**config.mk**
```make
export PLATFORM = sky130hd
export DESIGN_NAME = instruction_fetcher
export DESIGN_NICKNAME = d
export VERILOG_FILES = /design/src/logic/rv_isa_pkg.sv /design/src/logic/fetch_pkg.sv /design/src/logic/rv32i_decoder.sv /design/src/logic/next_pc_unit.sv /design/src/logic/issue_credit_counter.sv /design/src/logic/instruction_fetcher.sv
export VERILOG_INCLUDE_DIRS = /design/src /design/src/logic
export SDC_FILE = /design/constraint.sdc
export NUM_CORES = 1
export LEC_CHECK = 0
export BUFFER_PORTS_ARGS = -buffer_cell sky130_fd_sc_hd__buf_2
export CAP_MARGIN = 0
export CORE_MARGIN = 4
export CORE_UTILIZATION = 47
export CTS_BUF_LIST = sky130_fd_sc_hd__clkbuf_4
export DETAILED_ROUTE_END_ITERATION = 16
export GPL_TIMING_DRIVEN = 0
export PLACE_DENSITY = 0.76
export SYNTH_ARGS = -nofsm -noshare
export SYNTH_HDL_FRONTEND = slang
export SYNTH_SLANG_ARGS = --single-unit
```
**constraint.sdc**
```tcl
create_clock -name clk_in -period 13.4 [get_ports clk_in]
set_input_delay 1.34 -clock clk_in [delete_from_list [all_inputs] [get_ports clk_in]]
set_output_delay 1.34 -clock clk_in [all_outputs]
set_load 0.005 [all_outputs]
```
**src/logic/fetch_defines.svh**
```systemverilog
`ifndef FETCH_DEFINES_SVH
`define FETCH_DEFINES_SVH

// Data and address width
`define XLEN 32

// Register index width
`define REG_IDX_W 5

// Internal opcode width
`define OP_W 7

// Instruction slots in the dispatcher
`define ISSUE_CREDITS 4

`define RESET_PC 32'h0000_0000

`endif

```
**src/logic/rv_isa_pkg.sv**
```systemverilog
`include "fetch_defines.svh"

package rv_isa_pkg;

    // Internal opcode numbering shared with the backend
    typedef enum logic [`OP_W-1:0] {
        OP_NONE = '0,   // Unknown encoding
        OP_LUI,         // 1
        OP_AUIPC,
        OP_JAL,
        OP_JALR,
        OP_BEQ,         // 5
        OP_BNE,
        OP_BLT,
        OP_BGE,
        OP_BLTU,
        OP_BGEU,
        OP_LB,          // 11
        OP_LH,
        OP_LW,
        OP_LBU,
        OP_LHU,
        OP_SB,          // 16
        OP_SH,
        OP_SW,
        OP_ADDI,        // 19
        OP_SLTI,
        OP_SLTIU,
        OP_XORI,
        OP_ORI,
        OP_ANDI,
        OP_SLLI,
        OP_SRLI,
        OP_SRAI,
        OP_ADD,         // 28
        OP_SUB,
        OP_SLL,
        OP_SLT,
        OP_SLTU,
        OP_XORR,
        OP_SRL,
        OP_SRA,
        OP_ORR,
        OP_ANDR         // 37
    } op_e;

    typedef struct packed {
        op_e                    opcode;
        logic [`REG_IDX_W-1:0]  rs1;
        logic [`REG_IDX_W-1:0]  rs2;
        logic [`REG_IDX_W-1:0]  rd;
        logic [`XLEN-1:0]       imm;
    } decoded_t;

endpackage

```
**src/logic/fetch_pkg.sv**
```systemverilog
`include "fetch_defines.svh"

package fetch_pkg;
    import rv_isa_pkg::*;

    typedef enum logic [1:0] {
        IDLE,
        WAIT_CACHE,
        WAIT_JALR,
        ISSUE
    } fetch_state_e;

    typedef struct packed {
        logic               valid;
        logic [`XLEN-1:0]   pc;
    } icache_req_t;

    typedef struct packed {
        logic               valid;
        logic [`XLEN-1:0]   addr;   // Address the cache actually served
        logic [`XLEN-1:0]   data;
    } icache_rsp_t;

    // Flush and jalr resolution share this shape
    typedef struct packed {
        logic               valid;
        logic [`XLEN-1:0]   target;
    } redirect_t;

    typedef struct packed {
        logic               valid;
        logic [`XLEN-1:0]   pc;
        decoded_t           dec;
        logic               predict_taken;
    } issue_t;

endpackage

```
**src/logic/rv32i_decoder.sv**
```systemverilog
`include "fetch_defines.svh"

module rv32i_decoder
    import rv_isa_pkg::*;
(
    input  logic [`XLEN-1:0] instr,
    output decoded_t         dec
);

    // Major opcodes of RV32I
    localparam logic [6:0] MAJ_LUI    = 7'b0110111;
    localparam logic [6:0] MAJ_AUIPC  = 7'b0010111;
    localparam logic [6:0] MAJ_JAL    = 7'b1101111;
    localparam logic [6:0] MAJ_JALR   = 7'b1100111;
    localparam logic [6:0] MAJ_BRANCH = 7'b1100011;
    localparam logic [6:0] MAJ_LOAD   = 7'b0000011;
    localparam logic [6:0] MAJ_STORE  = 7'b0100011;
    localparam logic [6:0] MAJ_OP_IMM = 7'b0010011;
    localparam logic [6:0] MAJ_OP     = 7'b0110011;

    localparam logic [6:0] F7_BASE = 7'b0000000;
    localparam logic [6:0] F7_ALT  = 7'b0100000;   // sub and sra variants

    logic [6:0]         major;
    logic [2:0]         funct3;
    logic [6:0]         funct7;
    logic [`XLEN-1:0]   imm_i;
    logic [`XLEN-1:0]   imm_s;
    logic [`XLEN-1:0]   imm_b;
    logic [`XLEN-1:0]   imm_u;
    logic [`XLEN-1:0]   imm_j;
    op_e                op;

    assign major  = instr[6:0];
    assign funct3 = instr[14:12];
    assign funct7 = instr[31:25];

    assign imm_i = {{20{instr[31]}}, instr[31:20]};
    assign imm_s = {{20{instr[31]}}, instr[31:25], instr[11:7]};
    assign imm_b = {{20{instr[31]}}, instr[7], instr[30:25], instr[11:8], 1'b0};
    assign imm_u = {instr[31:12], 12'b0};
    assign imm_j = {{12{instr[31]}}, instr[19:12], instr[20], instr[30:21], 1'b0};

    // Opcode selection from major opcode, funct3 and funct7
    always_comb begin
        op = OP_NONE;
        case (major)
            MAJ_LUI:   op = OP_LUI;
            MAJ_AUIPC: op = OP_AUIPC;
            MAJ_JAL:   op = OP_JAL;
            MAJ_JALR:  op = (funct3 == 3'b000) ? OP_JALR : OP_NONE;
            MAJ_BRANCH: begin
                case (funct3)
                    3'b000:  op = OP_BEQ;
                    3'b001:  op = OP_BNE;
                    3'b100:  op = OP_BLT;
                    3'b101:  op = OP_BGE;
                    3'b110:  op = OP_BLTU;
                    3'b111:  op = OP_BGEU;
                    default: op = OP_NONE;
                endcase
            end
            MAJ_LOAD: begin
                case (funct3)
                    3'b000:  op = OP_LB;
                    3'b001:  op = OP_LH;
                    3'b010:  op = OP_LW;
                    3'b100:  op = OP_LBU;
                    3'b101:  op = OP_LHU;
                    default: op = OP_NONE;
                endcase
            end
            MAJ_STORE: begin
                case (funct3)
                    3'b000:  op = OP_SB;
                    3'b001:  op = OP_SH;
                    3'b010:  op = OP_SW;
                    default: op = OP_NONE;
                endcase
            end
            MAJ_OP_IMM: begin
                case (funct3)
                    3'b000:  op = OP_ADDI;
                    3'b010:  op = OP_SLTI;
                    3'b011:  op = OP_SLTIU;
                    3'b100:  op = OP_XORI;
                    3'b110:  op = OP_ORI;
                    3'b111:  op = OP_ANDI;
                    3'b001:  op = (funct7 == F7_BASE) ? OP_SLLI : OP_NONE;
                    default: op = (funct7 == F7_BASE) ? OP_SRLI :
                                  (funct7 == F7_ALT)  ? OP_SRAI : OP_NONE;
                endcase
            end
            MAJ_OP: begin
                if (funct7 == F7_BASE) begin
                    case (funct3)
                        3'b000:  op = OP_ADD;
                        3'b001:  op = OP_SLL;
                        3'b010:  op = OP_SLT;
                        3'b011:  op = OP_SLTU;
                        3'b100:  op = OP_XORR;
                        3'b101:  op = OP_SRL;
                        3'b110:  op = OP_ORR;
                        default: op = OP_ANDR;
                    endcase
                end else if (funct7 == F7_ALT) begin
                    if (funct3 == 3'b000)
                        op = OP_SUB;
                    else if (funct3 == 3'b101)
                        op = OP_SRA;
                end
            end
            default: op = OP_NONE;
        endcase
    end

    // Operand fields by format, unused ones stay zero
    always_comb begin
        dec = '0;
        if (op != OP_NONE) begin
            dec.opcode = op;
            case (major)
                MAJ_LUI, MAJ_AUIPC: begin
                    dec.rd  = instr[11:7];
                    dec.imm = imm_u;
                end
                MAJ_JAL: begin
                    dec.rd  = instr[11:7];
                    dec.imm = imm_j;
                end
                MAJ_BRANCH: begin
                    dec.rs1 = instr[19:15];
                    dec.rs2 = instr[24:20];
                    dec.imm = imm_b;
                end
                MAJ_STORE: begin
                    dec.rs1 = instr[19:15];
                    dec.rs2 = instr[24:20];
                    dec.imm = imm_s;
                end
                MAJ_OP: begin
                    dec.rs1 = instr[19:15];
                    dec.rs2 = instr[24:20];
                    dec.rd  = instr[11:7];
                end
                default: begin  // jalr, loads and OP-IMM share the I format
                    dec.rs1 = instr[19:15];
                    dec.rd  = instr[11:7];
                    dec.imm = imm_i;
                end
            endcase
        end
    end

endmodule

```
**src/logic/next_pc_unit.sv**
```systemverilog
`include "fetch_defines.svh"

module next_pc_unit
    import rv_isa_pkg::*;
(
    input  logic [`XLEN-1:0] pc,
    input  decoded_t         dec,
    input  logic             predict_taken,
    output logic [`XLEN-1:0] next_pc,
    output logic             wait_jalr
);

    logic [`XLEN-1:0] seq_pc;
    logic [`XLEN-1:0] target_pc;

    assign seq_pc    = pc + `XLEN'(4);
    assign target_pc = pc + dec.imm;   // jal and branch offsets are PC relative

    always_comb begin
        case (dec.opcode)
            OP_JAL: begin
                next_pc = target_pc;
            end
            OP_BEQ, OP_BNE, OP_BLT, OP_BGE, OP_BLTU, OP_BGEU: begin
                next_pc = predict_taken ? target_pc : seq_pc;
            end
            default: begin
                next_pc = seq_pc;
            end
        endcase
    end

    // Target of jalr is only known once the backend resolves it
    assign wait_jalr = (dec.opcode == OP_JALR);

endmodule

```
**src/logic/issue_credit_counter.sv**
```systemverilog
`include "fetch_defines.svh"

module issue_credit_counter (
    input  logic clk_in,
    input  logic rst_in,
    input  logic consume,
    input  logic credit_return,
    output logic has_credit
);

    localparam int CNT_W = $clog2(`ISSUE_CREDITS + 1);
    localparam logic [CNT_W-1:0] FULL = CNT_W'(`ISSUE_CREDITS);

    logic [CNT_W-1:0] count;   // Free slots in the dispatcher

    always_ff @(posedge clk_in) begin
        if (rst_in) begin
            count <= FULL;
        end else if (consume && !credit_return) begin
            if (count != '0)
                count <= count - CNT_W'(1);
        end else if (credit_return && !consume) begin
            if (count != FULL)
                count <= count + CNT_W'(1);
        end
        // Simultaneous consume and return leaves the count as is
    end

    assign has_credit = (count != '0);

    // Dispatcher never hands back more slots than it was given
    assert property (@(posedge clk_in) disable iff (rst_in)
        credit_return |-> count != FULL);

    // Fetcher only issues into a free slot
    assert property (@(posedge clk_in) disable iff (rst_in)
        consume |-> count != '0);

endmodule

```
**src/logic/instruction_fetcher.sv**
```systemverilog
`include "fetch_defines.svh"

module instruction_fetcher
    import rv_isa_pkg::*;
    import fetch_pkg::*;
(
    input  logic                clk_in,
    input  logic                rst_in,
    output icache_req_t         icache_req,
    input  icache_rsp_t         icache_rsp,
    output logic [`XLEN-1:0]    predict_query_pc,
    input  logic                predict_taken,
    input  redirect_t           flush,
    input  redirect_t           jalr_done,
    input  logic                credit_return,
    output issue_t              issue
);

    fetch_state_e       state;
    logic [`XLEN-1:0]   pc;
    logic [`XLEN-1:0]   query_pc;     // PC of the outstanding request
    logic [`XLEN-1:0]   instr_word;
    logic               req_valid;

    logic               issue_valid;
    logic [`XLEN-1:0]   issue_pc;
    decoded_t           issue_dec;
    logic               issue_taken;

    decoded_t           dec;
    logic [`XLEN-1:0]   next_pc;
    logic               wait_jalr;
    logic               has_credit;
    logic               rsp_match;
    logic               issue_fire;

    rv32i_decoder decoder_inst (
        .instr (instr_word),
        .dec   (dec)
    );

    next_pc_unit next_pc_inst (
        .pc            (pc),
        .dec           (dec),
        .predict_taken (predict_taken),
        .next_pc       (next_pc),
        .wait_jalr     (wait_jalr)
    );

    issue_credit_counter credit_inst (
        .clk_in        (clk_in),
        .rst_in        (rst_in),
        .consume       (issue_valid),   // One slot per issued bundle
        .credit_return (credit_return),
        .has_credit    (has_credit)
    );

    // Stale responses from before a flush carry an old address
    assign rsp_match  = icache_rsp.valid && (icache_rsp.addr == pc);
    assign issue_fire = (state == ISSUE) && has_credit && !flush.valid;

    always_ff @(posedge clk_in) begin
        if (rst_in) begin
            state       <= IDLE;
            pc          <= `XLEN'(`RESET_PC);
            query_pc    <= `XLEN'(`RESET_PC);
            req_valid   <= 1'b0;
            issue_valid <= 1'b0;
        end else begin
            req_valid   <= 1'b0;   // Pulses by default
            issue_valid <= 1'b0;
            if (flush.valid) begin
                state <= IDLE;
                pc    <= flush.target;
            end else begin
                case (state)
                    IDLE: begin
                        req_valid <= 1'b1;
                        query_pc  <= pc;
                        state     <= WAIT_CACHE;
                    end
                    WAIT_CACHE: begin
                        if (rsp_match)
                            state <= ISSUE;
                    end
                    WAIT_JALR: begin
                        if (jalr_done.valid) begin
                            pc    <= jalr_done.target;
                            state <= IDLE;
                        end
                    end
                    default: begin   // ISSUE holds until a slot frees up
                        if (issue_fire) begin
                            issue_valid <= 1'b1;
                            pc          <= next_pc;
                            state       <= wait_jalr ? WAIT_JALR : IDLE;
                        end
                    end
                endcase
            end
        end
    end

    always_ff @(posedge clk_in) begin
        if (state == WAIT_CACHE && rsp_match)
            instr_word <= icache_rsp.data;
        if (issue_fire) begin
            issue_pc    <= pc;
            issue_dec   <= dec;
            issue_taken <= predict_taken;
        end
    end

    assign icache_req       = '{valid: req_valid, pc: query_pc};
    assign predict_query_pc = query_pc;
    assign issue            = '{valid: issue_valid, pc: issue_pc, dec: issue_dec,
                                predict_taken: issue_taken};

    // Bundle only reaches the dispatcher while a slot is still counted free
    assert property (@(posedge clk_in) disable iff (rst_in)
        issue.valid |-> has_credit);

    assert property (@(posedge clk_in) disable iff (rst_in)
        icache_req.valid |=> !icache_req.valid);

endmodule

```
==> results of run 1 <==
-- cell families (layout without fill, tap and decap cells) --
group | count (synthesis) | in the layout | share of synthesized area, %
AOI/OAI and AO/OA | 322 | 322 | 19.4
xor gates and xnor gates | 79 | 79 | 6.22
adders and majority gates | 40 | 40 | 4.61
and+or+nand+nor | 403 | 403 | 18.1
muxes | 8 | 8 | 0.720
DFF | 189 | 189 | 44.7
buffers and inverters | 136 | 456 | 6.23
other | 1 | 4 | 0.0337
-- stage by stage --
step | power, W | hold WS, ns | instances | area (sq um)
global placement | 0.000799 | 0.457 | 1782 | 12900
floorplan | 0.000737 | 0.432 | 1178 | 11100
CTS | 0.00115 | 0.481 | 1817 | 13400
detailed placement | 0.000801 | 0.460 | 1785 | 13000
global route | 0.00119 | 0.497 | 1820 | 13400
finish | 0.00115 | 0.478 | 1820 | 13400
-- registers in the layout, summed over array words and instances (netlist names) --
register           count
pc                    32
state                  2
instr_word            32
req_valid              1
predict_query_pc      32
issue                 53
issue_pc              32
credit_inst.count      3
issue_valid            1
issue_taken            1
-- worst max path at each step --
stage	from	endpoint	slack, ns	depth (start not counted)
floorplan	flush[32]	state[1]	7.48	5
global placement	flush[32]	state[1]	5.45	6
detailed placement	instr_word[31]	pc[29]	7.46	19
CTS	instr_word[31]	pc[29]	7.43	19
global route	instr_word[31]	pc[28]	6.87	18
finish	instr_word[31]	pc[29]	7.27	19
-- layer usage --
layer  vias to the layer above  wire [um]  GRT usage [%]
met1                      5044      15700           37.7
met5                         -          0              0
li1                       4914          -              -
met3                        78       3660           5.43
met2                       560      18000           45.8
met4                         0        920           7.92
-- placed cells by master, fill, tap and decap left out, types with 5 or more instances in the layout --
cell and n:
a211oi_1 21, a21o_1 27, a21oi_1 98, a221oi_1 8, a22o_1 5, a22oi_1 14, a31oi_1 7, a32oi_1 5
and2_1 23, and3_1 9, buf_2 293, buf_4 40, clkbuf_1 47, clkbuf_4 17, dfxtp_1 71, edfxtp_1 118
ha_1 37, inv_1 32, mux2i_1 8, nand2_1 143, nand2b_1 9, nand3_1 25, nand4_1 14, nand4b_1 5
nor2_1 73, nor2b_1 7, nor3_1 30, nor3b_1 5, nor4_1 13, o211ai_1 14, o21a_1 6, o21ai_0 50
o21bai_1 6, o221ai_1 6, o22ai_1 9, o31ai_1 8, or2_2 7, or3_1 7, xnor2_1 32, xor2_1 47
-- where the power goes --
part           total, W  switching [W]  internal, W
registers      0.000650      0.0000224     0.000627
clock network  0.000360       0.000224     0.000136
logic          0.000144      0.0000822    0.0000618
total           0.00115       0.000329     0.000825
-- layout make-up --
| cell class | count | area, sq um | area share, % |
|---|---|---|---|
| plain buffers | 102 | 566 | 4.23 |
| clock buffers | 17 | 128 | 0.955 |
| diodes | 3 | 7.51 | 0.0562 |
| flip-flops and latches | 189 | 4960 | 37.2 |
| well taps | 319 | 399 | 2.99 |
| repair buffers | 288 | 1490 | 11.1 |
| inverters | 34 | 128 | 0.955 |
| multi-input cells | 853 | 5480 | 41.0 |
| clock inverters | 15 | 208 | 1.55 |
-- worst max-delay path, stage by stage, from the launching register on --
cell and delay, ns:
edfxtp_1 0.58, or4_2 0.73, nor4_1 0.53, a22oi_1 0.19
nand4b_1 0.27, or2_2 0.23, nor3_2 0.09, a21o_1 0.17
buf_2 0.16, a21oi_1 0.25, ha_1 0.28, clkbuf_1 0.19
a21oi_1 0.33, o21ai_0 0.21, a21oi_1 0.24, a31oi_1 0.14
o31ai_1 0.69, o21bai_1 0.19, a2111oi_0 0.42, a211oi_1 0.13
-- Yosys cell counts, types with 7 or more instances --
master / count / area share (%)
or3_1: 7 / 0.39
a221oi_1: 8 / 0.63
o31ai_1: 8 / 0.54
xor2_1: 47 / 3.7
o211ai_1: 14 / 0.95
nand4_1: 14 / 0.79
nor2b_1: 7 / 0.39
ha_1: 37 / 4.2
edfxtp_1: 118 / 32
inv_1: 32 / 1.1
dfxtp_1: 71 / 13
nor2_1: 75 / 2.5
a211oi_1: 21 / 1.4
a21oi_1: 98 / 4.4
nand2b_1: 9 / 0.51
nor4_1: 13 / 0.73
buf_4: 40 / 2.7
nand3_1: 25 / 1.1
or2_2: 7 / 0.39
a21o_1: 27 / 1.8
clkbuf_1: 47 / 1.6
mux2i_1: 8 / 0.72
a22oi_1: 14 / 0.95
o21ai_0: 50 / 2.3
o22ai_1: 9 / 0.51
and3_1: 9 / 0.51
nor3_1: 30 / 1.4
and2_1: 23 / 1.3
nand2_1: 143 / 4.8
xnor2_1: 32 / 2.5
a31oi_1: 7 / 0.39
buf_2: 8 / 0.36
==> metrics.md, run 1 <==
| Metric | Value |
|---|---|
| First-pass GRT wire length | `56.5 mm` |
| IO buf count | `285` |
| Setup violations, final | `0` |
| Number of synthesized flops with an enable pin | `118` |
| Layout cell share with drive strength beyond 1 | `26.6%` |
| Initial antenna violation count | `3` |
| Hold depth | `2` |
| Drt pass-1 iters | `6` |
| Actual slew at the worst max-slew pin | `0.991 ns` |
| GRT Overall Usage | `27.8%` |
| Vias | `10600` |
| Hold Crit Start | `predict_query_pc[0]` |
| Clk buf depth | `2` |
| Initial core utilization | `47.5%` |
| Reg2Reg Setup Slack | `7.27 ns` |
| Die area | `26200 sq um` |
| Top_reg_cell synth | `edfxtp_1` |
| Ys async rst share | `0%` |
| Fmax | `0.163 GHz` |
| Max Fanout on Critical Path | `9` |
| Row count | `56` |
| Seq/Total Area, Yosys | `44.7%` |
| Drt total wl | `38.2 mm` |
| Cts repair resizes | `0` |
| Die X | `162 um` |
| DP HPWL | `30.1 mm` |
| # fillers | `2174` |
| P&R area growth vs syn | `20.2%` |
| Post-layout util | `57.1%` |
| Worst R2R Path Depth | `19` |
| Total Neg Setup Slack | `0 ns` |
| Reg2reg end | `pc[29]` |
| Max VDD drop | `0.0000427 V` |
| Pleak | `5.67 nW` |
| Starting DRT DRC Count | `1243` |
| IO Pins | `288` |
| Nets | `1659` |
| Pin count of the biggest net entering global routing | `38` |
| Vias in the first global route | `9907` |
| Cells after synthesis | `1178` |
| Register clock-pin slew on the reported worst setup and hold paths | `0.18 ns` |
| Maxcap violations | `0` |
| DRC Markers | `0` |
| Pre-CTS setup slack | `7.46 ns` |
| Pins Over Slew Limit | `0` |
| Crit path capture type | `flip-flop` |
| Mean Syn Cell Area | `9.44 sq um` |
| Skew final | `0.0268 ns` |
| Crit path DAT | `6.61 ns` |
| Routability Congestion | `0.959` |
| Outcome | `complete, no violations` |
| WL/cell | `21.0 um` |
| Setup CP Type | `flip-flop to flip-flop` |
| Mapped Area | `11100 sq um` |
| RSZ-0062 raised after global routing | `false` |
| Worst setup SP type | `flip-flop` |
| Hold Buf Count CTS | `0` |
| #FFs+latches synth | `189` |
| Synth warnings | `0` |
| Unique masters post-synth | `85` |
| Power density over the cells | `86.4 nW/um^2` |
| Slew HR | `33.7%` |
| Area of the core | `23400 sq um` |
| Final Cycle Share | `45.8%` |
| Fin. Hold Viols | `0` |
| Root buf cell | `clkbuf_4` |
| Total congestion overflow | `0` |
| Post-CTS Setup Inserts | `0` |
| Min-Delay Endpoint | `predict_query_pc[0]` |
| CTS Sinks | `189` |
| Via-to-Cell Ratio | `5.82` |
| Required @ worst endpoint | `13.88 ns` |
| H-tree depth | `4` |
| Worst r2r src | `instr_word[31]` |
| CTS tree | `built` |
| Min Clock Period, post-route | `6.13 ns` |
| Clk Latency, worst-skew pair | `0.61 ns` |
| Final setup margin | `7.27 ns` |
| Syn nets | `1352` |
| Die height | `162 um` |
| Remaining antenna violation count | `0` |
| Num CTS Buffers | `17` |
| Worst min path class | `flip-flop to flip-flop` |
Power figures use the tool's default switching activity.
==> run 2: changes to the inputs <==
Settings changed: PLACE_DENSITY 0.76 to 0.79.
Clock period 13.4 ns to 4.9 ns, I/O delays scaled along.
==> run 2 against run 1 <==
Net effect:
- fmax rose by 28%
- critical path depth fell by 2
- utilization rose by 3.4 points
- clock power rose to 2.7 times the previous value
- non-clock buffer count rose by 39
- wire length rose by 3.8%
- count of clock-buffer cells in the layout did not move
- total power rose to 2.8 times the previous value
- global-route usage rose by 0.70 points
- via count rose by 2.8%
- cell count rose by 2.0%
- critical path type unchanged
- critical endpoint is now pc[13]
==> metrics.md, run 2 (same netlist as run 1, synthesis figures left out) <==
| Metric | Value |
|---|---|
| Outcome | `complete, no violations (unchanged)` |
| Row count | `56 (unchanged)` |
| Combinational power share | `13.2% (was 12.5%)` |
| M3 GR Usage | `4.64% (was 5.43%)` |
| Max Fanout on Critical Path | `10 (was 9)` |
| Maxcap violations | `0 (unchanged)` |
| Final Cycle Share | `97.8% (was 45.8%)` |
| Slowest-stage cell, CP | `or4_4 (was or4_2)` |
| Setup CP Type | `flip-flop to flip-flop (unchanged)` |
| Sw frac | `28.5% (about the same)` |
| Reg2Reg Setup Slack | `0.11 ns (was 7.27 ns)` |
| Num CTS Buffers | `17 (unchanged)` |
| Slew HR | `21.4% (was 33.7%)` |
| Drt pass-1 iters | `8 (was 6)` |
| Worst min path class | `input port to flip-flop (was flip-flop to flip-flop)` |
| Max reg flops | `53 (unchanged)` |
| Die X | `162 um (unchanged)` |
| First-pass GRT wire length | `57.9 mm (was 56.5 mm)` |
| Int Pwr | `0.00228 W (was 0.000825 W)` |
| Remaining antenna violation count | `0 (unchanged)` |
| Placed Cells | `1785 (unchanged)` |
| Nets | `1698 (was 1659)` |
| Total power | `0.00318 W (was 0.00115 W)` |
| Starting DRT DRC Count | `1653 (was 1243)` |
| Most common cell after layout, fill and taps aside | `buf_2 (unchanged)` |
| Met1 Resource Use GR | `39.7% (was 37.7%)` |
| Pleak | `5.91 nW (was 5.67 nW)` |
| Max incr delay on CP | `0.58 ns (was 0.73 ns)` |
| Clock share of power | `30.9% (was 31.2%)` |
| Setup violations, final | `0 (unchanged)` |
| Worst R2R Path Depth | `17 (was 19)` |
| Crit path DAT | `5.31 ns (was 6.61 ns)` |
| H-tree depth | `4 (unchanged)` |
| Finished Layout Cells | `1857 (was 1820)` |
| IO buf count | `285 (unchanged)` |
| Worst setup SP type | `flip-flop (unchanged)` |
| Clk buf depth | `2 (unchanged)` |
| Skew final | `0.0311 ns (was 0.0268 ns)` |
| Initial core utilization | `47.5% (unchanged)` |
| Initial antenna violation count | `1 (was 3)` |
| CTS Sinks | `189 (unchanged)` |
| P&R area growth vs syn | `27.4% (was 20.2%)` |
| DP HPWL | `30.4 mm (was 30.1 mm)` |
| Layout cell share with drive strength beyond 1 | `32.4% (was 26.6%)` |
| Flop pwr share | `55.9% (was 56.3%)` |
| CP top delay family | `compound AO/OA/AOI/OAI gates (unchanged)` |
| Reg2reg end | `pc[13] (was pc[29])` |
| Die height | `162 um (unchanged)` |
| # fillers | `2029 (was 2174)` |
| Vias | `10900 (was 10600)` |
| Pin count of the biggest net entering global routing | `33 (was 38)` |
| Required @ worst endpoint | `5.42 ns (was 13.88 ns)` |
| Clk Latency, worst-skew pair | `0.61 ns (about the same)` |
| DRC Markers | `0 (unchanged)` |
| Crit path capture type | `flip-flop (unchanged)` |
| Post-layout util | `60.5% (was 57.1%)` |
| Final setup margin | `0.108 ns (was 7.27 ns)` |
| Met2 global-route usage | `46.8% (was 45.8%)` |
| Pre-CTS setup slack | `-0.877 ns (was 7.46 ns)` |
| Actual slew at the worst max-slew pin | `1.18 ns (was 0.991 ns)` |
| Routability Congestion | `0.965 (was 0.959)` |
| Total congestion overflow | `0 (unchanged)` |
| Vias in the first global route | `9879 (was 9907)` |
| WL/cell | `21.4 um (was 21.0 um)` |
| RSZ-0062 raised after global routing | `true (was false)` |
| Worst r2r src | `instr_word[5] (was instr_word[31])` |
| Crit path buf inv count | `3 (was 2)` |
| CTS tree | `built (unchanged)` |
| Min Clock Period, post-route | `4.79 ns (was 6.13 ns)` |
| CP startpoint | `instr_word[5] (was instr_word[31])` |
| Critical Path Stages | `17 (was 19)` |
| IO Pins | `288 (unchanged)` |
| CP Cell Sequence | `buf_2 > and3b_1 > a32o_2 > or4_4 > nor3_4 > buf_4 > nor2_4 > ha_1 > a211oi_1 > o211ai_1 > buf_4 > nand3_1 > nand2_1 > xnor2_1 > a211oi_1 > o311a_1 > a211oi_1 (was or4_2 > nor4_1 > a22oi_1 > nand4b_1 > or2_2 > nor3_2 > a21o_1 > buf_2 > a21oi_1 > ha_1 > clkbuf_1 > a21oi_1 > o21ai_0 > a21oi_1 > a31oi_1 > o31ai_1 > o21bai_1 > a2111oi_0 > a211oi_1)` |
| Fin. Hold Viols | `0 (unchanged)` |
| Busiest layer in global routing | `met2 (unchanged)` |
| Die area | `26200 sq um (unchanged)` |
| P_sw | `0.000907 W (was 0.000329 W)` |
| Root buf cell | `clkbuf_4 (unchanged)` |
| Most frequent cells in the layout | `buf_2 (290), nand2_1 (142), edfxtp_1 (118) (was buf_2 (293), nand2_1 (143), edfxtp_1 (118))` |
| Register clock-pin slew on the reported worst setup and hold paths | `0.17 ns (was 0.18 ns)` |
| Area of the core | `23400 sq um (unchanged)` |
| Power density over the cells | `225 nW/um^2 (was 86.4 nW/um^2)` |
| Crit path to | `pc[13] (was pc[29])` |
| Pins Over Slew Limit | `0 (unchanged)` |
| Drt total wl | `39.7 mm (was 38.2 mm)` |
| Cell mode on critical path | `a211oi_1 (was a21oi_1)` |
| GRT Overall Usage | `28.5% (was 27.8%)` |
| Max VDD drop | `0.000142 V (was 0.0000427 V)` |
| Fmax | `0.209 GHz (was 0.163 GHz)` |
| Via-to-Cell Ratio | `5.86 (was 5.82)` |
## run 2: layer usage
layer | up-vias | part of all wire, %
li1 | 4984 | -
met3 | 85 | 9.2
met5 | - | 0
met1 | 5186 | 40
met4 | 0 | 2.6
met2 | 633 | 48
## run 2: worst min-delay path by stage
stage	depth (start not counted)	from	end	slack [ns]
4_1_cts	1	icache_rsp[30]	instr_word[30]	0.02
2_1_floorplan	0	pc[10]	issue_pc[10]	0.43
5_1_grt	1	icache_rsp[4]	instr_word[4]	0.002
3_3_place_gp	2	predict_query_pc[1]	predict_query_pc[1]	0.46
3_5_place_dp	2	predict_query_pc[0]	predict_query_pc[0]	0.46
6_report	1	icache_rsp[17]	instr_word[17]	0.06
## run 2: power groups by stage
| stage | clock [W] | combinational [W] | sequential (W) |
|---|---|---|---|
| final | 0.000985 | 0.000419 | 0.00178 |
| after global routing | 0.00107 | 0.000455 | 0.00178 |
| after CTS | 0.000999 | 0.000392 | 0.00177 |
| after detailed placement | 0 | 0.000386 | 0.00181 |
| after global placement | 0 | 0.000376 | 0.00181 |
| after floorplan | 0 | 0.000232 | 0.00178 |
## run 2: stage by stage
step / hold slack (ns) / TNS (ns) / instance area (sq um)
after global placement: 0.457 / -7.42 / 12900
after global routing: 0.00201 / -0.212 / 14200
after floorplan: 0.432 / 0 / 11100
final: 0.0557 / 0 / 14200
after CTS: 0.0159 / 0 / 13600
after detailed placement: 0.463 / -6.93 / 13000
## run 2: cell type report
class                      instances  area (sq um)  area share [%]
antenna                            1          2.50          0.0177
buffer                            98           569            4.02
clock buffer                      17           128           0.901
clock inverter                    15           209            1.47
inverter                          34           128           0.901
multi-input combinational        853          5940            41.9
sequential                       189          4960            35.0
tap                              319           399            2.82
timing repair buffer             331          1830            12.9
## run 2: what timing repair did
action                                 CTS  global route
endpoints found under the hold margin    0             7
setup endpoints to repair               17            16
gates resized for setup                 34            75
hold buffers                             0             7
pin swaps                                9            30
cloned                                   0             2
setup buffers                           12            22
